===== config.mk =====
export PLATFORM = sky130hd
export DESIGN_NAME = selectEncode
export DESIGN_NICKNAME = d
export VERILOG_FILES = /design/src/rtl/miniSrcPkg.sv /design/src/rtl/selectEncode.sv
export VERILOG_INCLUDE_DIRS = /design/src /design/src/rtl
export SDC_FILE = /design/constraint.sdc
export NUM_CORES = 1
export LEC_CHECK = 0
export BUFFER_PORTS_ARGS = -buffer_cell sky130_fd_sc_hd__buf_2
export CORE_UTILIZATION = 30
export DETAILED_ROUTE_END_ITERATION = 10
export PLACE_DENSITY = 0.8
export SETUP_SLACK_MARGIN = 0.3
export SLEW_MARGIN = 20
export SYNTH_ARGS = -nofsm -noshare
export SYNTH_HDL_FRONTEND = slang
export SYNTH_SLANG_ARGS = --single-unit

===== constraint.sdc =====
create_clock -name vclk -period 1
set_input_delay 0.1 -clock vclk [all_inputs]
set_output_delay 0.1 -clock vclk [all_outputs]
set_load 0.005 [all_outputs]

===== src/rtl/miniSrc_config.svh =====
`ifndef MINISRC_CONFIG_SVH
`define MINISRC_CONFIG_SVH

// width of one bus word
`define WORD_WIDTH 32

// general purpose registers R0..R15
`define NUM_REGS 16

// RAM sizing, depth must match the address width
`define MEM_DEPTH      512
`define MEM_ADDR_WIDTH 9

`endif


===== src/rtl/miniSrcPkg.sv =====
`include "miniSrc_config.svh"

package miniSrcPkg;

    typedef logic [`WORD_WIDTH-1:0]   word_t;   // one bus word
    typedef logic [2*`WORD_WIDTH-1:0] dword_t;  // full ALU result, Z contents

    // ALU opcodes, numbered as in the instruction opcode field
    typedef enum logic [4:0] {
        opAdd  = 5'b00011,
        opSub  = 5'b00100,
        opAnd  = 5'b00101,
        opOr   = 5'b00110,
        opShr  = 5'b00111,
        opShra = 5'b01000,
        opShl  = 5'b01001,
        opRor  = 5'b01010,
        opRol  = 5'b01011,
        opMul  = 5'b01111,
        opDiv  = 5'b10000,
        opNeg  = 5'b10001,
        opNot  = 5'b10010
    } aluOp_e;

endpackage


===== src/rtl/selectEncode.sv =====
`include "miniSrc_config.svh"

module selectEncode
    import miniSrcPkg::*;
(
    input  word_t                 ir,
    input  logic                  gra,          // ra field, ir[26:23]
    input  logic                  grb,          // rb field, ir[22:19]
    input  logic                  grc,          // rc field, ir[18:15]
    input  logic                  regLoadEn,
    input  logic                  regDriveEn,
    input  logic                  baDrive,      // base address mode, R0 reads zero
    output logic [`NUM_REGS-1:0]  regLoad,
    output logic [`NUM_REGS-1:0]  regDrive,
    output word_t                 cSignExt
);

    logic [$clog2(`NUM_REGS)-1:0] field;        // chosen register number
    logic                         anyGr;
    logic [`NUM_REGS-1:0]         decoded;      // one-hot of field

    assign anyGr = gra | grb | grc;

    always_comb begin
        field = '0;
        if (gra) begin
            field = ir[26:23];
        end else if (grb) begin
            field = ir[22:19];
        end else if (grc) begin
            field = ir[18:15];
        end
    end

    // no field picked means no register selected at all
    always_comb begin
        decoded = '0;
        if (anyGr) begin
            decoded[field] = 1'b1;
        end
    end

    assign regLoad  = regLoadEn ? decoded : '0;
    assign regDrive = (regDriveEn | baDrive) ? decoded : '0;

    // C field is ir[18:0], sign bit 18
    assign cSignExt = {{($bits(word_t)-19){ir[18]}}, ir[18:0]};

endmodule


==> impl_metrics.json, run 1 <==
{
  "status": "finished, violations left",
  "violations": "negative setup slack",
  "rsz0062_at_grt": "true",
  "swShare": 0.524,
  "fillers": 194,
  "slew_violations": 0,
  "seq_power_share": 0,
  "cap_violations": 0,
  "clkPwrFrac": 0,
  "multi_input_area_sq_um": 917,
  "grt_pass1_vias": 1058,
  "num_antenna_cells": 0,
  "die_y_microns": 53.3,
  "rows": 18,
  "antenna_found_initial": 0,
  "powerDensity_nw_per_um2": 549,
  "synth.yosys.warnings": 0,
  "syn-num-nets": 149,
  "p_sw_uw": 486,
  "postRouteWirelength_mm": 3.80,
  "num_vias": 1159,
  "die-width_microns": 53.3,
  "synth.cell_area_sq_um": 790,
  "worst_pin_slew_ns": 0.551,
  "wl_per_cell_microns": 18.9,
  "end_kind": "primary output",
  "hold_buffers": 0,
  "nClkBuffers": 0,
  "p_total_uw": 928,
  "ys_seq_area_frac": 0,
  "coreArea_sq_um": 2480,
  "grt_pass1_wl_mm": 5.43,
  "setup_viol": 32,
  "hold_viol": 0,
  "drc": 0,
  "dp_hpwl_mm": 2.10,
  "seq_area_sq_um": 0,
  "cp-start-kind": "primary input",
  "crit_type": "in2out",
  "worstPathRequired_ns": 0.90,
  "syn2layout_area_growth_pct": 114,
  "seq_cell_count": 0,
  "dieArea_sq_um": 2840,
  "p_comb_frac": 1.000,
  "io_pins": 102,
  "grt_util_all_layers": 0.257,
  "layout_commonest_cell": "buf_2",
  "final_layout_size_suffix_gt1_frac": 0.860,
  "grt_max_degree": 21,
  "hold_class": "in2out",
  "ant_nets": 0,
  "utilization": 0.682,
  "holdWs_ns": 0.200,
  "ys_types": 25,
  "dr.pass1.iters": 4,
  "ir_drop_mv": 0.434,
  "cp.arrival_ns": 1.30,
  "slew-limit-headroom": 0.632,
  "fmax_ghz": 0.713,
  "synth.avg_cell_area_sq_um": 7.11,
  "p_leak_nw": 0.722,
  "fin_crit_sh": 1.40,
  "io_buffers": 67,
  "initial_core_util": 0.319,
  "viasPerCell": 5.77,
  "path_max_fanout": 5,
  "timing.final.ws_setup_ns": -0.402,
  "gp_congestion": 0.721,
  "internal-power_uw": 442,
  "min_period_ns": 1.40,
  "synthCells": 111,
  "drt-initial-drc-count": 14,
  "grt-ovfl-total": 0,
  "final_cell_mix": "63 x buf_2, 18 x buf_4, 17 x nor4_2",
  "nets": 211
}
-- stage by stage --
step	cell area (sq um)	worst slack, ns	cells	setup TNS [ns]
after floorplan	1130	-0.128	111	-2.53
after global placement	1310	-0.414	183	-12.56
after detailed placement	1310	-0.503	183	-13.83
after CTS	1630	-0.360	199	-10.30
after global routing	1690	-0.458	201	-12.79
final	1690	-0.402	201	-11.03
-- routing by layer --
layer  vias up  routed length, microns  track usage
met5         -                       0            0
met2        86                    1980        0.496
met1       533                    1400        0.297
met4         0                      78       0.0570
met3        12                     338       0.0201
li1        528                       -            -
-- cell type report --
class,count,share of cell area
inverter,3,0.00666
tap,30,0.0222
multi-input combinational,71,0.543
timing repair buffer,97,0.429
-- timing repair --
item	CTS	global route
pin swaps	28	3
gates resized for setup	29	6
endpoints found under the hold margin	0	0
cloned	5	0
setup endpoints to repair	32	32
setup buffers	11	2
-- power groups by stage --
stage / Combinational [mW] / Sequential (mW) / Clock [mW]
6_report: 0.928 / 0 / 0
5_1_grt: 0.981 / 0 / 0
4_1_cts: 0.869 / 0 / 0
3_5_place_dp: 0.663 / 0 / 0
3_3_place_gp: 0.642 / 0 / 0
2_1_floorplan: 0.544 / 0 / 0
-- worst paths after layout --
path	end	cells past startpoint	from
worst max-delay path	regLoad[2]	6	grb
worst min-delay path	cSignExt[12]	0	ir[12]
-- cells in the mapped netlist (all sizes together) --
library cell  number  area [sq um]
or2                1          6.26
and3b              3          30.0
o21ai              1          8.76
a31oi              2          12.5
nor3b              1          7.51
nand2b             1          6.26
o21a               1          15.0
a22oi              1          7.51
o31ai              1          12.5
nand2              5          18.8
nor4              32           200
a21o               1          7.51
a21oi              3          18.8
buf               40           302
a22o               3          35.0
inv                3          11.3
o211ai             2          15.0
nor2b              2          12.5
nand3b             6          45.0
o2111ai            2          17.5
-- cell families (layout without fill, tap and decap cells) --
family,Yosys count,in the layout,share of synthesized area
AND/OR/NAND/NOR,51,51,0.414
buffers and inverters,43,100,0.396
AO/OA/AOI/OAI,17,20,0.190
-- worst max-delay path: stages --
cell and delay, ns:
buf_12 0.11, nor3b_4 0.22, o31ai_4 0.12, bufbuf_16 0.28, nor4_2 0.30, buf_2 0.17
Power figures use the tool's default switching activity.
==> run 2: changes to the inputs <==
--- a/config.mk
+++ b/config.mk
@@ -7,9 +7,11 @@
 export NUM_CORES = 1
 export LEC_CHECK = 0
 export BUFFER_PORTS_ARGS = -buffer_cell sky130_fd_sc_hd__buf_2
-export CORE_UTILIZATION = 30
+export CELL_PAD_IN_SITES_DETAIL_PLACEMENT = 1
+export CELL_PAD_IN_SITES_GLOBAL_PLACEMENT = 2
+export CORE_UTILIZATION = 13
 export DETAILED_ROUTE_END_ITERATION = 10
-export PLACE_DENSITY = 0.8
+export PLACE_DENSITY = 0.81
 export SETUP_SLACK_MARGIN = 0.3
 export SLEW_MARGIN = 20
 export SYNTH_ARGS = -nofsm -noshare
==> impl_metrics.json, run 2 (same netlist as run 1, synthesis figures left out) <==
{
  "tns_ns": -11.84,
  "final_cell_mix": "64 x buf_2, 20 x nor4_4, 18 x buf_4",
  "seq_area_sq_um": 0,
  "slew-limit-headroom": 0.767,
  "io_buffers": 67,
  "die_y_microns": 79.9,
  "end_kind": "primary output",
  "clkPwrFrac": 0,
  "final-instance-count-excl-fill": 257,
  "nets": 222,
  "postRouteWirelength_mm": 4.25,
  "p_sw_uw": 562,
  "hold_buffers": 0,
  "layout_commonest_cell": "buf_2",
  "dr.pass1.iters": 4,
  "drc": 0,
  "num_vias": 1156,
  "grt_util_all_layers": 0.122,
  "dp_hpwl_mm": 2.80,
  "num_antenna_cells": 0,
  "status": "finished, violations left",
  "grt_pass1_wl_mm": 6.15,
  "ant_nets": 0,
  "cp-start-kind": "primary input",
  "antenna_found_initial": 0,
  "powerDensity_nw_per_um2": 544,
  "fin_crit_sh": 1.44,
  "wl_per_cell_microns": 16.5,
  "ir_drop_mv": 0.201,
  "max_stage_delay_ns": 0.34,
  "place_area_sq_um": 1500,
  "swShare": 0.514,
  "min_period_ns": 1.44,
  "fin_area_sq_um": 2010,
  "timing.final.ws_setup_ns": -0.439,
  "violations": "negative setup slack",
  "slew_violations": 0,
  "initial_core_util": 0.134,
  "hold_class": "in2out",
  "seq_power_share": 0,
  "syn2layout_area_growth_pct": 155,
  "p_comb_frac": 1.000,
  "internal-power_uw": 531,
  "io_pins": 102,
  "path_max_fanout": 8,
  "worstPathRequired_ns": 0.90,
  "place_worst_setup_slack_ns": -0.509,
  "coreArea_sq_um": 5890,
  "grt-ovfl-total": 0,
  "nClkBuffers": 0,
  "dieArea_sq_um": 6390,
  "final_layout_size_suffix_gt1_frac": 0.896,
  "viasPerCell": 4.50,
  "grt_max_degree": 16,
  "crit_type": "in2out",
  "cap_violations": 0,
  "cp.arrival_ns": 1.34,
  "gp_congestion": 0.749,
  "p_leak_nw": 0.813,
  "setup_viol": 32,
  "rsz0062_at_grt": "true",
  "path_cells": "buf_12 > buf_6 > nand3b_1 > a22o_4 > nor4_4 > buf_2",
  "worst_pin_slew_ns": 0.349,
  "rows": 28,
  "hold_viol": 0,
  "slowest_stage": "a22o_4",
  "grt_pass1_vias": 1155,
  "p_total_mw": 1.09,
  "whs_path_depth": 0,
  "die-width_microns": 79.9,
  "drt-initial-drc-count": 31,
  "seq_cell_count": 0,
  "dp_cells": 241,
  "fmax_ghz": 0.695
}
-- run 2: worst paths after layout --
check             startpoint            to  slack, ns
hold / removal        ir[13]  cSignExt[13]       0.20
setup / recovery         grb  regDrive[10]      -0.44
-- run 2: routing by layer --
layer	track usage	wire length (microns)	part of all wire	vias to the layer above
li1	-	-	-	544
met1	0.157	1860	0.44	568
met2	0.229	2170	0.51	42
met3	0.0103	215	0.051	2
met4	0.00357	4	0.00094	0
met5	0	0	0	-
-- run 2: power by group through the flow --
stage / Sequential [mW] / Combinational, mW / Clock, mW
after floorplan: 0 / 0.544 / 0
after detailed placement: 0 / 0.769 / 0
after global placement: 0 / 0.755 / 0
after global routing: 0 / 1.16 / 0
final: 0 / 1.09 / 0
after CTS: 0 / 0.971 / 0
-- run 2: through the flow --
stage / utilization / hold slack [ns]
3_3_place_gp: 0.254 / 0.200
2_1_floorplan: - / 0.281
3_5_place_dp: 0.254 / 0.200
5_1_grt: 0.341 / 0.200
6_report: 0.341 / 0.200
4_1_cts: 0.308 / 0.200
-- run 2: area by class of cell --
type | instances | area (sq um)
inverters | 3 | 11.3
multi-input cells | 70 | 1010
repair buffers | 109 | 893
fillers | 698 | 3880
well taps | 75 | 93.8
-- run 2: worst max-delay path: cells and delay by family --
kind            cells  cell delay (ns)
buf+inv             3             0.38
compound gates      1             0.34
simple gates        2             0.52
-- run 2: what timing repair did --
item	in CTS	in global routing
setup buffers	7	4
pin swaps	11	15
gates cloned	3	2
setup endpoints to repair	32	32
gates resized for setup	38	23
