===== config.mk =====
export PLATFORM = sky130hd
export DESIGN_NAME = conFf
export DESIGN_NICKNAME = d
export VERILOG_FILES = /design/src/rtl/miniSrcPkg.sv /design/src/rtl/conFf.sv
export VERILOG_INCLUDE_DIRS = /design/src /design/src/rtl
export SDC_FILE = /design/constraint.sdc
export NUM_CORES = 1
export LEC_CHECK = 0
export BUFFER_PORTS_ARGS = -buffer_cell sky130_fd_sc_hd__buf_2
export CAP_MARGIN = 20
export CORE_AREA = 8 8 45 47
export CTS_BUF_LIST = sky130_fd_sc_hd__clkbuf_4
export CTS_CLUSTER_SIZE = 20
export DETAILED_ROUTE_END_ITERATION = 6
export DIE_AREA = 0 0 53 55
export PLACE_DENSITY = 0.68
export SYNTH_ARGS = -nofsm -noshare
export SYNTH_HDL_FRONTEND = slang
export SYNTH_SLANG_ARGS = --single-unit

===== constraint.sdc =====
create_clock -name clock -period 1.4 [get_ports clock]
set_clock_uncertainty 0.15 [all_clocks]
set_input_delay 0.14 -clock clock [delete_from_list [all_inputs] [get_ports clock]]
set_output_delay 0.14 -clock clock [all_outputs]
set_load 0.02 [all_outputs]

===== src/rtl/miniSrc_config.svh =====
`ifndef MINISRC_CONFIG_SVH
`define MINISRC_CONFIG_SVH

// width of one bus word
`define WORD_WIDTH 32

// general purpose registers R0..R15
`define NUM_REGS 16

// RAM sizing, depth must match the address width
`define MEM_DEPTH      512
`define MEM_ADDR_WIDTH 9

`endif


===== src/rtl/miniSrcPkg.sv =====
`include "miniSrc_config.svh"

package miniSrcPkg;

    typedef logic [`WORD_WIDTH-1:0]   word_t;   // one bus word
    typedef logic [2*`WORD_WIDTH-1:0] dword_t;  // full ALU result, Z contents

    // ALU opcodes, numbered as in the instruction opcode field
    typedef enum logic [4:0] {
        opAdd  = 5'b00011,
        opSub  = 5'b00100,
        opAnd  = 5'b00101,
        opOr   = 5'b00110,
        opShr  = 5'b00111,
        opShra = 5'b01000,
        opShl  = 5'b01001,
        opRor  = 5'b01010,
        opRol  = 5'b01011,
        opMul  = 5'b01111,
        opDiv  = 5'b10000,
        opNeg  = 5'b10001,
        opNot  = 5'b10010
    } aluOp_e;

endpackage


===== src/rtl/conFf.sv =====
module conFf
    import miniSrcPkg::*;
(
    input  logic  clock,
    input  logic  rst,
    input  logic  conLoad,      // latch the branch outcome
    input  word_t ir,           // C2 condition in ir[20:19]
    input  word_t bus,          // value under test
    output logic  conff
);

    logic busZero;
    logic busNeg;
    logic condMet;

    assign busZero = (bus == '0);
    assign busNeg  = bus[$bits(word_t)-1];  // sign bit

    always_comb begin
        case (ir[20:19])
            2'b00:   condMet = busZero;             // brzr
            2'b01:   condMet = !busZero;            // brnz
            2'b10:   condMet = !busNeg && !busZero; // brpl, strictly positive
            default: condMet = busNeg;              // brmi
        endcase
    end

    always_ff @(posedge clock) begin
        if (rst) begin
            conff <= 1'b0;
        end else if (conLoad) begin
            conff <= condMet;
        end
    end

endmodule


==> results.yml, run 1 <==
status:
  outcome: "finished clean"
final_layout:
  reg_top3: "conff (1)"
  drive_above_1_share: 0.825
  fin_util: 0.363
  largest_reg_flops: 1
  fin_area_um2: 502
  syn_to_final_growth_pct: 216
  fin_nets: 126
  top_register: "conff"
  diodes: 0
critical_path:
  critPathArrivalTime_ns: 1.07
  cp_data_required_time_ns: 1.13
  start_kind: "input port"
  end_kind: "register"
  rr_worst_depth: 3
  crit_type: "input port to register"
  cp_max_fo: 1
synthesis:
  synth_top_area_cell: "nor4_2"
  synth-seq-cells: 1
  synth_most_common_cell: "nor4_1"
  synthTopCellsByCount: "nor4_1, nor4_2, nand4_1, nor2_1"
  synth_flop_cell: "dfxtp_1"
  synth_top_area_share: 0.236
  synth.distinct_cells: 12
  synth-edff-count: 0
  syn_nets: 87
  async_flop_share: 0
  synth_cells: 20
  yosysSeqAreaShare: 0.126
  ys_warn_count: 0
  synth.avg_cell_area_um2: 7.95
  synth_area_um2: 159
  synth_area_leaders: "nor4_2, nor4_1, dfxtp_1"
clock_network:
  cts_hold_buffers: 0
  cts_setup_buffers: 0
  clk_pin_slew_ns: 0
  insertion_delay_ns: 0
sta:
  final.setup.tns_ns: 0
  final-setup-viol-count: 0
  timing.final.crit_period_ns: 1.34
  rsz0062_at_grt: "true"
  slew_violations: 0
  period_share: 0.960
  max-slew-margin-rel: 0.862
  max_freq_mhz: 744
  whs_ns: 0.410
  hold_viol_final: 0
  tightest_slew_ns: 0.205
  finalWorstSetupSlack_ns: 0.0560
global_route:
  grt_pass1_vias: 340
  antenna_found_initial: 0
  groute.usage.overall: 0.0599
  grt_pass1_wl_mm: 1.43
  grt_remaining_overflow: 0
  grt_max_degree: 4
floorplanning:
  rows: 14
  die_y_um: 55
  ios: 68
  die_area_um2: 2920
  start_util: 0.115
  design.core.area_um2: 1380
  die_x_um: 53
power:
  leakage_uw: 0.000210
  power_density_nw_per_um2: 298
  ir_drop_v: 0.000162
routing:
  wl_per_cell_um: 14.1
  wl_mm: 1.03
  drt_iter0_drc: 1
  num_vias: 328
  drt-vias-per-instance: 4.49
  drc_errors: 0
  drt-pass1-iter-count: 2
  drt.antenna.violating_nets: 0
min_path:
  min_path_cells: 3
  min_path_type: "input port to register"
place:
  placed_area_um2: 364
  dpl.hpwl_um: 879
  place.gp.congestion: 0.720
  io_buffers: 37
  post-place-ws_ns: -0.0502
run:
  maxCapViolations: 0
==> logic make-up (layout without fill, tap and decap cells) <==
| group | count (synthesis) | in the layout | share of synthesized area |
|---|---|---|---|
| simple gates | 13 | 13 | 0.598 |
| compound gates | 4 | 4 | 0.150 |
| xor+xnor | 1 | 1 | 0.0551 |
| mux | 1 | 1 | 0.0709 |
| flops | 1 | 1 | 0.126 |
| buf+inv | 0 | 37 | 0 |
==> placed cells by master, fill, tap and decap left out <==
| cell type | Yosys | final |
|---|---|---|
| buf_2 | 0 | 28 |
| nor2b_1 | 1 | 1 |
| nor2_2 | 0 | 1 |
| a21oi_1 | 1 | 1 |
| nor4_4 | 0 | 5 |
| nor4_2 | 3 | 3 |
| xnor2_1 | 1 | 1 |
| a31oi_1 | 1 | 1 |
| dfxtp_1 | 1 | 1 |
| nand4_1 | 2 | 2 |
| o21bai_1 | 1 | 1 |
| nor2_1 | 2 | 1 |
| o21ai_0 | 1 | 1 |
| mux2_4 | 0 | 1 |
| buf_6 | 0 | 9 |
==> per-layer routing <==
metal  up-vias  wire length [µm]  track usage
met5         -                 0            0
met4         0                 0            0
met3         0               128       0.0241
met2        19               542        0.113
met1       149               362       0.0649
li1        160                 -            -
==> worst paths after layout <==
check           from     to  slack (ns)
min          conLoad  conff        0.41
min reg2reg    conff  conff        0.53
max          bus[25]  conff        0.06
max reg2reg    conff  conff        0.34
==> power by group <==
group | switching (µW) | internal, µW
clock | 0 | 0
sequential | 0.985 | 31.4
combinational | 47.1 | 70.1
total | 48.1 | 102
==> per-stage QoR <==
stage	total power [µW]	std cells
floorplan	51.6	20
global placement	108	73
detailed placement	111	73
CTS	126	73
global route	159	73
finish	150	73
==> critical path, stage by stage <==
cell and delay (ns):
buf_2 0.10, nor4_2 0.25, nand4_1 0.13, nor2_2 0.14, mux2_4 0.30
==> repair_timing <==
item,4_1_cts,5_1_grt
pin swaps,5,7
endpoints found under the hold margin,0,0
gates resized for setup,10,11
endpoints found under the setup margin,1,1
==> layout make-up <==
type,instances,area (µm²)
Fill cell,143,882
Timing Repair Buffer,37,241
Tap cell,16,20.0
Multi-Input combinational cell,19,220
Sequential cell,1,20.0
Power figures use the tool's default switching activity.
==> run 2: changes to the inputs <==
--- a/config.mk
+++ b/config.mk
@@ -6,6 +6,7 @@
 export SDC_FILE = /design/constraint.sdc
 export NUM_CORES = 1
 export LEC_CHECK = 0
+export ABC_AREA = 1
 export BUFFER_PORTS_ARGS = -buffer_cell sky130_fd_sc_hd__buf_2
 export CAP_MARGIN = 20
 export CORE_AREA = 8 8 45 47
@@ -13,7 +14,7 @@
 export CTS_CLUSTER_SIZE = 20
 export DETAILED_ROUTE_END_ITERATION = 6
 export DIE_AREA = 0 0 53 55
-export PLACE_DENSITY = 0.68
+export PLACE_DENSITY = 0.71
 export SYNTH_ARGS = -nofsm -noshare
 export SYNTH_HDL_FRONTEND = slang
 export SYNTH_SLANG_ARGS = --single-unit
==> run 2 against run 1 <==
Hold slack lost 0.26 ns; area after synthesis grew 22%; cell area grew 4.2%; global-route usage shrank 1.0 points; utilization grew 1.5 points; worst setup slack gained 0.078 ns; first-iteration DRC count shrank 100%; largest power group unchanged; register-to-register slack gained 0.37 ns.
==> results.yml, run 2 <==
status:
  outcome: "finished clean"
critical_path:
  reg2reg_from: "conff"
  cp_max_fo: 2
  path_cells: "buf_2 > nor2_1 > nand2_1 > nor2_1 > nand2_1 > nor2_1 > nand2_1 > nand2_1 > nand2_1 > nand3_2 > a21oi_2"
  critPathArrivalTime_ns: 1.00
  start_kind: "input port"
  max_stage_delay_ns: 0.10
  startpoint: "bus[24]"
  crit_type: "input port to register"
  crit_top_cell: "nand2_1"
  cp_num_buf_inv: 1
  cp_data_required_time_ns: 1.14
  cp_top_family: "simple AND/OR/NAND/NOR gates"
  cpMaxStageDelayCell: "nor2_1"
  end_kind: "register"
power:
  power_density_nw_per_um2: 278
  leakage_uw: 0.000258
  ir_drop_v: 0.0000795
final_layout:
  diodes: 0
  layout_common_cells: "buf_2, nand2_1, nor2_1, buf_6, nor2_2"
  reg_top3: "conff (1)"
  fin_area_um2: 523
  final_cells: 98
  top_register: "conff"
  final_common_cell: "buf_2"
  largest_reg_flops: 1
  fin_nets: 151
  n_fill_cell: 157
  syn_to_final_growth_pct: 170
  drive_above_1_share: 0.646
synthesis:
  syn_nets: 112
  synth_area_leaders: "nor2_1, nand2_1, dfxtp_1"
  synthTopCellsByCount: "nor2_1, nand2_1, inv_1, nand3_1"
  ys_warn_count: 0
  synth-seq-cells: 1
  synth_most_common_cell: "nor2_1"
  synth_flop_cell: "dfxtp_1"
  synth-edff-count: 0
  synth_top_family_by_area: "simple AND/OR/NAND/NOR gates"
  synth_area_um2: 194
  synth_simple_gate_area_share: 0.748
  synth_xor_area_frac: 0
  synthMuxAreaShare: 0
  synth_top_area_share: 0.426
  yosysSeqAreaShare: 0.103
  synth.distinct_cells: 7
  synth_adder_area_share: 0
  synth.avg_cell_area_um2: 4.31
  synth_cells: 45
  synth_top_area_cell: "nor2_1"
  synth-compound-area-share: 0.0710
  async_flop_share: 0
sta:
  period_share: 0.904
  tightest_slew_ns: 0.163
  final.setup.tns_ns: 0
  hold_viol_final: 0
  final-setup-viol-count: 0
  timing.final.crit_period_ns: 1.27
  max_freq_mhz: 790
  max-slew-margin-rel: 0.891
  slew_violations: 0
  rsz0062_at_grt: "true"
floorplanning:
  rows: 14
  ios: 68
  die_area_um2: 2920
  start_util: 0.140
  design.core.area_um2: 1380
  die_x_um: 53
  die_y_um: 55
place:
  placed_cells: 98
  placed_area_um2: 399
  place.gp.congestion: 0.780
  dpl.hpwl_um: 817
  io_buffers: 37
global_route:
  grt_pass1_vias: 350
  grt_remaining_overflow: 0
  grt_max_degree: 3
  antenna_found_initial: 0
  groute.usage.overall: 0.0496
  grt_pass1_wl_mm: 1.20
clock_network:
  clk_pin_slew_ns: 0
  cts_resized: 0
  insertion_delay_ns: 0
  cts_setup_buffers: 0
  cts_hold_buffers: 0
routing:
  wl_um: 978
  num_vias: 383
  drc_errors: 0
  drt_iter0_drc: 0
  drt.antenna.violating_nets: 0
  drt-pass1-iter-count: 1
  wl_per_cell_um: 9.98
  drt-vias-per-instance: 3.91
run:
  maxCapViolations: 0
min_path:
  min_path_type: "input port to register"
  hold_start: "rst"
==> run 2: cell types whose count changed after synthesis, moves of 2 or more <==
cell	before	now
inv_1	0	4
nand2_1	0	14
nand3_1	0	2
nand4_1	2	0
nor2_1	2	22
nor4_1	5	0
nor4_2	3	0
==> run 2: cell type report <==
cell class | count | area, µm² | share of cell area
timing repair buffer | 37 | 241 | 0.462
multi-input combinational | 40 | 226 | 0.433
sequential | 1 | 20.0 | 0.0383
tap | 16 | 20.0 | 0.0383
inverter | 4 | 15.0 | 0.0287
==> run 2: cells by family after synthesis <==
group	count (synthesis)
buffers and inverters	4
AO/OA/AOI/OAI	2
flip-flops	1
AND/OR/NAND/NOR	38
==> run 2: final timing paths <==
| kind | to | slack (ns) | depth (start not counted) |
|---|---|---|---|
| worst max-delay path | conff | 0.13 | 11 |
| worst min-delay path | conff | 0.15 | 2 |
| worst min register to register | conff | 0.31 | 2 |
| worst max register to register | conff | 0.71 | 2 |
==> run 2: metrics by stage <==
stage	setup slack, ns	hold slack (ns)	total power, µW	util
after floorplan	0.359	0.0524	56.1	-
after global placement	0.153	0.151	107	0.288
after detailed placement	0.144	0.153	109	0.288
after CTS	0.139	0.153	109	0.288
after global routing	-0.0350	0.163	157	0.378
final	0.134	0.152	145	0.378
==> run 2: worst reg2reg max path, cell delays in order (launching register included) <==
cell,delay [ns]
dfxtp_1,0.30
nand2_1,0.06
a21oi_2,0.10
==> run 2: report_power, final <==
group	internal (µW)	switching, µW
Combinational	70.1	43.5
Sequential	31.0	0.827
Clock	0	0
==> run 2: per-layer routing <==
metal	GRT usage	routed length, µm	vias up
li1	-	-	210
met1	0.0575	326	147
met2	0.0859	483	26
met3	0.0241	169	0
met4	0	0	0
met5	0	0	-
