$ cat src/rtl/miniSrc_config.svh
`ifndef MINISRC_CONFIG_SVH
`define MINISRC_CONFIG_SVH

// width of one bus word
`define WORD_WIDTH 32

// general purpose registers R0..R15
`define NUM_REGS 16

// RAM sizing, depth must match the address width
`define MEM_DEPTH      512
`define MEM_ADDR_WIDTH 9

`endif

$ cat src/rtl/miniSrcPkg.sv
`include "miniSrc_config.svh"

package miniSrcPkg;

    typedef logic [`WORD_WIDTH-1:0]   word_t;   // one bus word
    typedef logic [2*`WORD_WIDTH-1:0] dword_t;  // full ALU result, Z contents

    // ALU opcodes, numbered as in the instruction opcode field
    typedef enum logic [4:0] {
        opAdd  = 5'b00011,
        opSub  = 5'b00100,
        opAnd  = 5'b00101,
        opOr   = 5'b00110,
        opShr  = 5'b00111,
        opShra = 5'b01000,
        opShl  = 5'b01001,
        opRor  = 5'b01010,
        opRol  = 5'b01011,
        opMul  = 5'b01111,
        opDiv  = 5'b10000,
        opNeg  = 5'b10001,
        opNot  = 5'b10010
    } aluOp_e;

endpackage

$ cat src/rtl/regGen.sv
module regGen
    import miniSrcPkg::*;
#(
    parameter type dataType = word_t    // word_t for most, dword_t for Z
) (
    input  logic    clock,
    input  logic    rst,
    input  logic    load,               // capture d at this edge
    input  dataType d,
    output dataType q
);

    // hold until load, sync clear
    always_ff @(posedge clock) begin
        if (rst) begin
            q <= '0;
        end else if (load) begin
            q <= d;
        end
    end

endmodule

$ cat config.mk
export PLATFORM = sky130hd
export DESIGN_NAME = regGen
export DESIGN_NICKNAME = d
export VERILOG_FILES = /design/src/rtl/miniSrcPkg.sv /design/src/rtl/regGen.sv
export VERILOG_INCLUDE_DIRS = /design/src /design/src/rtl
export SDC_FILE = /design/constraint.sdc
export NUM_CORES = 1
export LEC_CHECK = 0
export BUFFER_PORTS_ARGS = -buffer_cell sky130_fd_sc_hd__buf_4
export CORE_MARGIN = 2
export CORE_UTILIZATION = 44
export CTS_BUF_LIST = sky130_fd_sc_hd__clkbuf_4
export CTS_CLUSTER_DIAMETER = 30
export DETAILED_ROUTE_END_ITERATION = 16
export PLACE_DENSITY = 0.87
export SKIP_LAST_GASP = 1
export SLEW_MARGIN = 5
export SYNTH_ARGS = -nofsm -noshare
export SYNTH_HDL_FRONTEND = slang
export SYNTH_SLANG_ARGS = --single-unit
$ cat constraint.sdc
create_clock -name clock -period 0.8 [get_ports clock]
set_input_delay 0 -clock clock [delete_from_list [all_inputs] [get_ports clock]]
set_output_delay 0 -clock clock [all_outputs]
set_load 0.02 [all_outputs]
==> out/qor.yml, run 1 <==
synthesis:
  synthTopCellsByArea: "dfxtp_1 55%, mux2i_1 28%, nor2_1 10%"
  synthCells: 103
  ys_seq_area_share_pct: 55.1
  synth_cell_types: 6
  syn_area_um2: 1160
  ys_warn_count: 0
  synth_area_leader_cell: "dfxtp_1"
  yosysTopAreaCellShare_pct: 55.1
  syn_nets: 138
  syn_area_per_cell_um2: 11.3
  ys_ff_latch: 32
finish:
  antenna_cells: 0
  drive_above_1_share_pct: 53.1
  largest_reg_flops: 32
  top_register: "q"
  fin_nets: 241
  largestRegisters: "q x32"
  syn2layout_area_growth_pct: 89.5
  final_cell_area_um2: 2200
  stdcell_count: 237
  n_fill_cell: 115
sta:
  worst_pin_slew_ps: 316
  finalSetupViolCount: 5
  period_share_pct: 102
  fin_hold_ws_ps: 48.4
  skew_ps: 0
  drv_slew: 0
  rsz0062_at_grt: "yes"
  hold_viol_final: 0
  setup_ws_ps: -13.7
  relSlewSlack_pct: 79.0
  post-route-min-period_ps: 814
  fmax_mhz: 1230
cts:
  clk_pin_slew_worst_paths_ps: 110
  insertion_delay_ps: 320
  htreeDepth: 2
  clk_path_buf_depth: 2
  cts_sinks: 32
  numCtsBuffers: 5
  cts_tree: "done"
  cts_root_buf: "clkbuf_4"
power_and_ir_drop:
  total_power_mw: 3.47
  p_leak_nw: 1.08
  p_per_area_nw_per_um2: 1570
  vdd_drop_max_v: 0.00162
drt:
  first_pass_iters: 6
  num_vias: 1135
  drc: 0
  wirelength_mm: 3.75
  drt_iter0_markers: 11
  wl_per_cell_um: 15.8
  route.antenna.remaining_nets: 0
  via_per_inst: 4.79
setup_path:
  startpoint: "q[1]$_SDFFE_PP0P_"
  r2r_slack_ps: 0
  crit_chain: "buf_6"
  rr_startpoint: "q[6]$_SDFFE_PP0P_"
  startpoint_type: "register"
  slowest_stage: "dfxtp_2"
  required_ps: 800
  critPathCaptureType: "output pin"
  r2r_end: "q[6]$_SDFFE_PP0P_"
  cp_top_family: "flip-flops"
  crit_fanout: 2
  critical_path_class: "register to output pin"
  critPathBufInv: 1
  rr_worst_depth: 3
  arrival_ps: 810
  max_stage_delay_ps: 370
floorplan:
  die_height_um: 55.4
  rows: 18
  dieArea_um2: 3070
  ioPinCount: 67
  die_w_um: 55.4
  start_util_pct: 46.5
  core_um2: 2500
place:
  pre_cts_slack_ps: 81.6
  dp.cells: 194
  dp_hpwl_mm: 1.93
  io_buffer_count: 66
  gp_congestion: 0.676
  dpl-instance-area_um2: 1650
outcome:
  violations: "setup timing"
  status: "finished, violations left"
global_route:
  gr-total-overflow: 0
  antenna_found_initial: 0
  grt_pass1_vias: 1219
  track_usage_pct: 23.9
  grt_max_degree: 33
  grt_first_pass_wirelength_mm: 5.66
flow_run:
  cap_violations: 0
min_path:
  min_to: "q[8]$_SDFFE_PP0P_"
  holdCritPathClass: "primary input to register"
  min_from: "rst"
  hold_depth: 2
## through the flow
| stage | utilization [%] | setup TNS (ps) |
|---|---|---|
| floorplan | - | 0 |
| global placement | 66.2 | 0 |
| detailed placement | 66.2 | 0 |
| CTS | 86.4 | -4.45 |
| global route | 88.2 | -613 |
| finish | 88.2 | -35.1 |
## report_power, final
group          leakage (nW)  switching (mW)  internal [mW]  total (mW)
registers             0.275          0.0729           1.71        1.78
clock network        0.0324           0.521          0.322       0.843
logic                 0.774           0.352          0.497       0.848
total                  1.08           0.946           2.53        3.47
## repair_timing
item                                    CTS  global route
endpoints found under the hold margin    32             0
endpoints found under the setup margin   30            32
hold buffers                             32             0
buffers inserted                          2             1
gates resized for setup                  52            11
## Yosys cell counts, drive strengths merged
cell type	n
dfxtp	32
mux2i	32
nor2	32
buf	4
clkbuf	3
## logic make-up after synthesis
family        Yosys count  synth area share (%)
buf+inv                 7                  7.10
flops                  32                  55.1
mux                    32                  27.5
simple gates           32                  10.3
## worst max path at each step
stage | endpoint | cells past startpoint
finish | q[1] | 1
global route | q[9] | 1
CTS | q[14] | 1
global placement | q[5]$_SDFFE_PP0P_ | 4
floorplan | q[0]$_SDFFE_PP0P_ | 2
detailed placement | q[3]$_SDFFE_PP0P_ | 4
## layout by cell type, fill, tap and decap left out, drive strengths merged
cell type and n:
buf 71, mux2i 32, nor2 32, dlygate4sd3 32, dfxtp 32, clkbuf 5, clkinv 3
## layout make-up
type / instances / area, um^2 / share of cell area [%]
repair buffers: 103 / 995 / 45.1
flip-flops and latches: 32 / 681 / 30.9
clock inverters: 3 / 13.8 / 0.624
clock buffers: 5 / 37.5 / 1.70
multi-input cells: 64 / 440 / 20.0
well taps: 30 / 37.5 / 1.70
## routing by layer
metal  routed length (um)  global-route usage [%]
met5                    0                       0
met4                   94                    11.1
met3                  175                    6.79
met2                 2190                    45.6
met1                 1290                    23.3
(Power assumes the default switching activity.)
==> run 2: changes to the inputs <==
--- a/config.mk
+++ b/config.mk
@@ -7,8 +7,10 @@
 export NUM_CORES = 1
 export LEC_CHECK = 0
 export BUFFER_PORTS_ARGS = -buffer_cell sky130_fd_sc_hd__buf_4
+export CELL_PAD_IN_SITES_DETAIL_PLACEMENT = 1
+export CELL_PAD_IN_SITES_GLOBAL_PLACEMENT = 1
 export CORE_MARGIN = 2
-export CORE_UTILIZATION = 44
+export CORE_UTILIZATION = 32
 export CTS_BUF_LIST = sky130_fd_sc_hd__clkbuf_4
 export CTS_CLUSTER_DIAMETER = 30
 export DETAILED_ROUTE_END_ITERATION = 16
==> out/qor.yml, run 2 (synthesized netlist as in run 1, its figures left out) <==
outcome:
  status: "finished, violations left"
  violations: "setup timing"
finish:
  top_register: "q"
  syn2layout_area_growth_pct: 93.0
  drive_above_1_share_pct: 53.9
  seq_area_um2: 681
  post-route-util_pct: 65.8
  largestRegisters: "q x32"
  final_cell_mix: "35 x buf_4, 33 x buf_6, 32 x nor2_1, 32 x dlygate4sd3_1, 32 x dfxtp_2"
  final_common_cell: "buf_4"
  stdcell_count: 252
  antenna_cells: 0
  fin_nets: 240
  largest_reg_flops: 32
  multi_input_area_um2: 457
  n_fill_cell: 350
floorplan:
  start_util_pct: 34.1
  dieArea_um2: 4130
  die_height_um: 64.3
  core_um2: 3420
  ioPinCount: 67
  die_w_um: 64.3
  rows: 21
cts:
  htreeDepth: 2
  clk_path_buf_depth: 2
  clk_pin_slew_worst_paths_ps: 100
  insertion_delay_ps: 320
  cts_root_buf: "clkbuf_4"
  numCtsBuffers: 5
  cts_sinks: 32
  cts_tree: "done"
drt:
  route.antenna.remaining_nets: 0
  drt_iter0_markers: 16
  wirelength_mm: 4.31
  wl_per_cell_um: 17.1
  num_vias: 1114
  via_per_inst: 4.42
  drc: 0
  first_pass_iters: 4
global_route:
  gr-total-overflow: 0
  track_usage_pct: 22.7
  grt_first_pass_wirelength_mm: 6.83
  grt_pass1_vias: 1345
  antenna_found_initial: 0
  grt_max_degree: 33
sta:
  post-route-min-period_ps: 806
  worst_pin_slew_ps: 335
  rsz0062_at_grt: "yes"
  setup_ws_ps: -5.69
  skew_ps: 0
  hold_viol_final: 0
  fmax_mhz: 1240
  finalSetupTns_ps: -16.3
  drv_slew: 0
  period_share_pct: 101
  finalSetupViolCount: 3
  relSlewSlack_pct: 77.7
setup_path:
  slowest_stage: "dfxtp_2"
  rr_worst_depth: 3
  rr_startpoint: "q[3]$_SDFFE_PP0P_"
  required_ps: 800
  r2r_end: "q[3]$_SDFFE_PP0P_"
  crit_chain: "buf_6"
  crit_fanout: 2
  startpoint_type: "register"
  critPathCaptureType: "output pin"
  arrival_ps: 810
  cp_top_family: "flip-flops"
  critical_path_class: "register to output pin"
  max_stage_delay_ps: 360
  critPathBufInv: 1
  r2r_slack_ps: 20
power_and_ir_drop:
  total_power_mw: 3.57
  p_leak_nw: 1.08
  p_per_area_nw_per_um2: 1590
  vdd_drop_max_v: 0.000996
place:
  dp.cells: 210
  gp_congestion: 0.735
  io_buffer_count: 66
  dp_hpwl_mm: 2.21
  pre_cts_slack_ps: 60.5
min_path:
  holdCritPathClass: "primary input to register"
  min_to: "q[8]$_SDFFE_PP0P_"
  min_from: "rst"
  hold_depth: 2
flow_run:
  cap_violations: 0
[run 2: changes by cell type in the layout (fill, tap and decap cells not counted), sizes merged]
cell,before,now
clkinv,3,1
buf,71,70
clkbuf,5,7
[run 2: timing repair]
| item | 4_1_cts | 5_1_grt |
|---|---|---|
| buffers inserted | 2 | 0 |
| endpoints found under the hold margin | 32 | 0 |
| setup endpoints to repair | 32 | 34 |
| pin swaps | 0 | 1 |
| hold buffers | 32 | 0 |
| resized for setup | 64 | 4 |
[run 2: metal layers]
| layer | GRT usage, % | part of all wire (%) |
|---|---|---|
| met5 | 0 | 0 |
| met2 | 47.4 | 59 |
| met4 | 9.31 | 2.3 |
| met1 | 19.5 | 33 |
| met3 | 6.16 | 6.0 |
[run 2: power by group]
group,switching (mW),internal (mW)
clock network,0.513,0.405
logic,0.364,0.505
registers,0.0731,1.71
[run 2: layout make-up]
| type | instances | share of cell area (%) |
|---|---|---|
| sequential | 32 | 30.3 |
| tap | 46 | 2.56 |
| clock inverter | 1 | 0.167 |
| clock buffer | 7 | 2.34 |
| timing repair buffer | 102 | 44.3 |
| multi-input combinational | 64 | 20.3 |
[run 2: per-stage QoR]
stage                     area, um^2  hold slack [ps]
after detailed placement        1670              244
after floorplan                 1160             72.4
after global placement          1670              234
final                           2250             55.3
after CTS                       2230             35.8
after global routing            2250             56.5
[run 2: worst max-delay path by stage]
stage | start | to | slack [ps] | depth (start not counted)
2_1_floorplan | q[0]$_SDFFE_PP0P_ | q[0]$_SDFFE_PP0P_ | 150 | 2
3_3_place_gp | load | q[25]$_SDFFE_PP0P_ | 140 | 4
3_5_place_dp | load | q[26]$_SDFFE_PP0P_ | 60 | 4
4_1_cts | q[14]$_SDFFE_PP0P_ | q[14] | -20 | 1
5_1_grt | q[0]$_SDFFE_PP0P_ | q[0] | -50 | 1
6_report | q[18]$_SDFFE_PP0P_ | q[18] | -6 | 1
[run 2: worst register-to-register path, stage by stage (launching register included)]
cell and delay (ps):
dfxtp_2 330, buf_4 130, mux2i_4 140, nor2_1 50
==> run 3: changes to the inputs <==
--- a/config.mk
+++ b/config.mk
@@ -20,3 +20,4 @@
 export SYNTH_ARGS = -nofsm -noshare
 export SYNTH_HDL_FRONTEND = slang
 export SYNTH_SLANG_ARGS = --single-unit
+export TNS_END_PERCENT = 1
==> out/qor.yml, run 3 (synthesized netlist as in run 1, its figures left out) <==
place:
  dpl-instance-area_um2: 1670
  io_buffer_count: 66
  gp_congestion: 0.735
  dp_hpwl_mm: 2.21
  dp.cells: 210
drt:
  drt_iter0_markers: 17
  first_pass_iters: 3
  via_per_inst: 4.46
  route.antenna.remaining_nets: 0
  drc: 0
  wl_per_cell_um: 16.0
  wirelength_mm: 4.01
  num_vias: 1119
cts:
  cts_root_buf: "clkbuf_4"
  clk_path_buf_depth: 2
  cts_tree: "done"
  clk_pin_slew_worst_paths_ps: 100
  insertion_delay_ps: 330
  numCtsBuffers: 5
  cts_sinks: 32
  htreeDepth: 2
global_route:
  antenna_found_initial: 0
  grt_max_degree: 33
  track_usage_pct: 21.4
  grt_first_pass_wirelength_mm: 6.48
  gr-total-overflow: 0
  grt_pass1_vias: 1318
finish:
  final_common_cell: "buf_4"
  syn2layout_area_growth_pct: 85.2
  largest_reg_flops: 32
  final_cell_mix: "52 x buf_4, 32 x mux2i_1, 32 x nor2_1, 32 x dlygate4sd3_1, 32 x dfxtp_2"
  fin_nets: 239
  stdcell_count: 251
  drive_above_1_share_pct: 52.7
  top_register: "q"
  largestRegisters: "q x32"
  antenna_cells: 0
  final_cell_area_um2: 2150
setup_path:
  critPathCaptureType: "register"
  required_ps: 1020
  critical_path_class: "register to register"
  arrival_ps: 1040
  startpoint_type: "register"
  crit_fanout: 2
sta:
  skew_ps: 0
  rsz0062_at_grt: "yes"
  post-route-min-period_ps: 820
  period_share_pct: 102
  relSlewSlack_pct: 78.3
  worst_pin_slew_ps: 326
  finalSetupTns_ps: -48.2
  hold_viol_final: 0
  drv_slew: 0
  setup_ws_ps: -19.9
  finalSetupViolCount: 9
  fmax_mhz: 1220
power_and_ir_drop:
  p_clk_share_pct: 26.2
  combinationalPowerShare_pct: 23.1
  p_leak_nw: 1.06
  power.switching_uw: 919
  swShare_pct: 26.3
  seqPwrFrac_pct: 50.6
  p_int_mw: 2.57
  p_per_area_nw_per_um2: 1620
  vdd_drop_max_v: 0.000944
min_path:
  holdCritPathClass: "primary input to register"
outcome:
  violations: "setup timing"
  status: "finished, violations left"
floorplan:
  start_util_pct: 34.1
  die_w_um: 64.3
  rows: 21
  die_height_um: 64.3
  core_um2: 3420
  dieArea_um2: 4130
  ioPinCount: 67
flow_run:
  cap_violations: 0
run 3: changes by cell type in the layout (fill, tap and decap cells not counted), sizes merged:
cell and change:
buf -1
run 3: power by group through the flow:
stage          registers [mW]  logic [mW]  clock network, mW
6_report                 1.77       0.808              0.917
5_1_grt                  1.78       0.864               1.03
4_1_cts                  1.77       0.796              0.952
3_5_place_dp             1.78       0.638                  0
3_3_place_gp             1.77       0.615                  0
2_1_floorplan            1.89       0.221                  0
run 3: worst paths after layout:
kind                                          from            endpoint  slack, ps  cells after the start
worst max-delay path             q[3]$_SDFFE_PP0P_   q[3]$_SDFFE_PP0P_        -20                      3
worst min-delay path                           rst   q[8]$_SDFFE_PP0P_         50                      2
worst max register to register   q[3]$_SDFFE_PP0P_   q[3]$_SDFFE_PP0P_        -20                      3
worst min register to register  q[24]$_SDFFE_PP0P_  q[24]$_SDFFE_PP0P_        490                      2
run 3: metal layers:
layer / part of all wire, % / track usage, % / routed length [um]
met5: 0 / 0 / 0
met4: 2.8 / 10.1 / 112
met3: 5.2 / 5.81 / 210
met2: 59 / 43.9 / 2370
met1: 33 / 18.7 / 1320
run 3: layout make-up:
type                    instances  area, um^2
repair buffers                101         920
clock inverters                 1        3.75
clock buffers                   7        52.6
multi-input cells              64         440
flip-flops and latches         32         681
well taps                      46        57.6
fillers                       375        1260
run 3: critical path, cell delays in order, from the launching register on:
cell     delay (ps)
dfxtp_2         340
buf_4           120
mux2i_1         180
nor2_1           60
run 3: per-stage QoR:
stage | setup slack, ps | power (mW) | utilization, % | hold slack [ps]
2_1_floorplan | 146 | 2.11 | - | 72.4
3_3_place_gp | 137 | 2.39 | 49.0 | 234
3_5_place_dp | 60.5 | 2.41 | 49.0 | 244
4_1_cts | -16.9 | 3.51 | 63.0 | 35.8
5_1_grt | -53.3 | 3.67 | 63.1 | 52.6
6_report | -19.9 | 3.49 | 63.1 | 45.5
run 3: timing repair:
action	in CTS	in global routing
endpoints found under the setup margin	32	33
hold buffers	32	0
endpoints found under the hold margin	32	0
pin swaps	0	0
buffers inserted	1	0
gates resized for setup	44	3
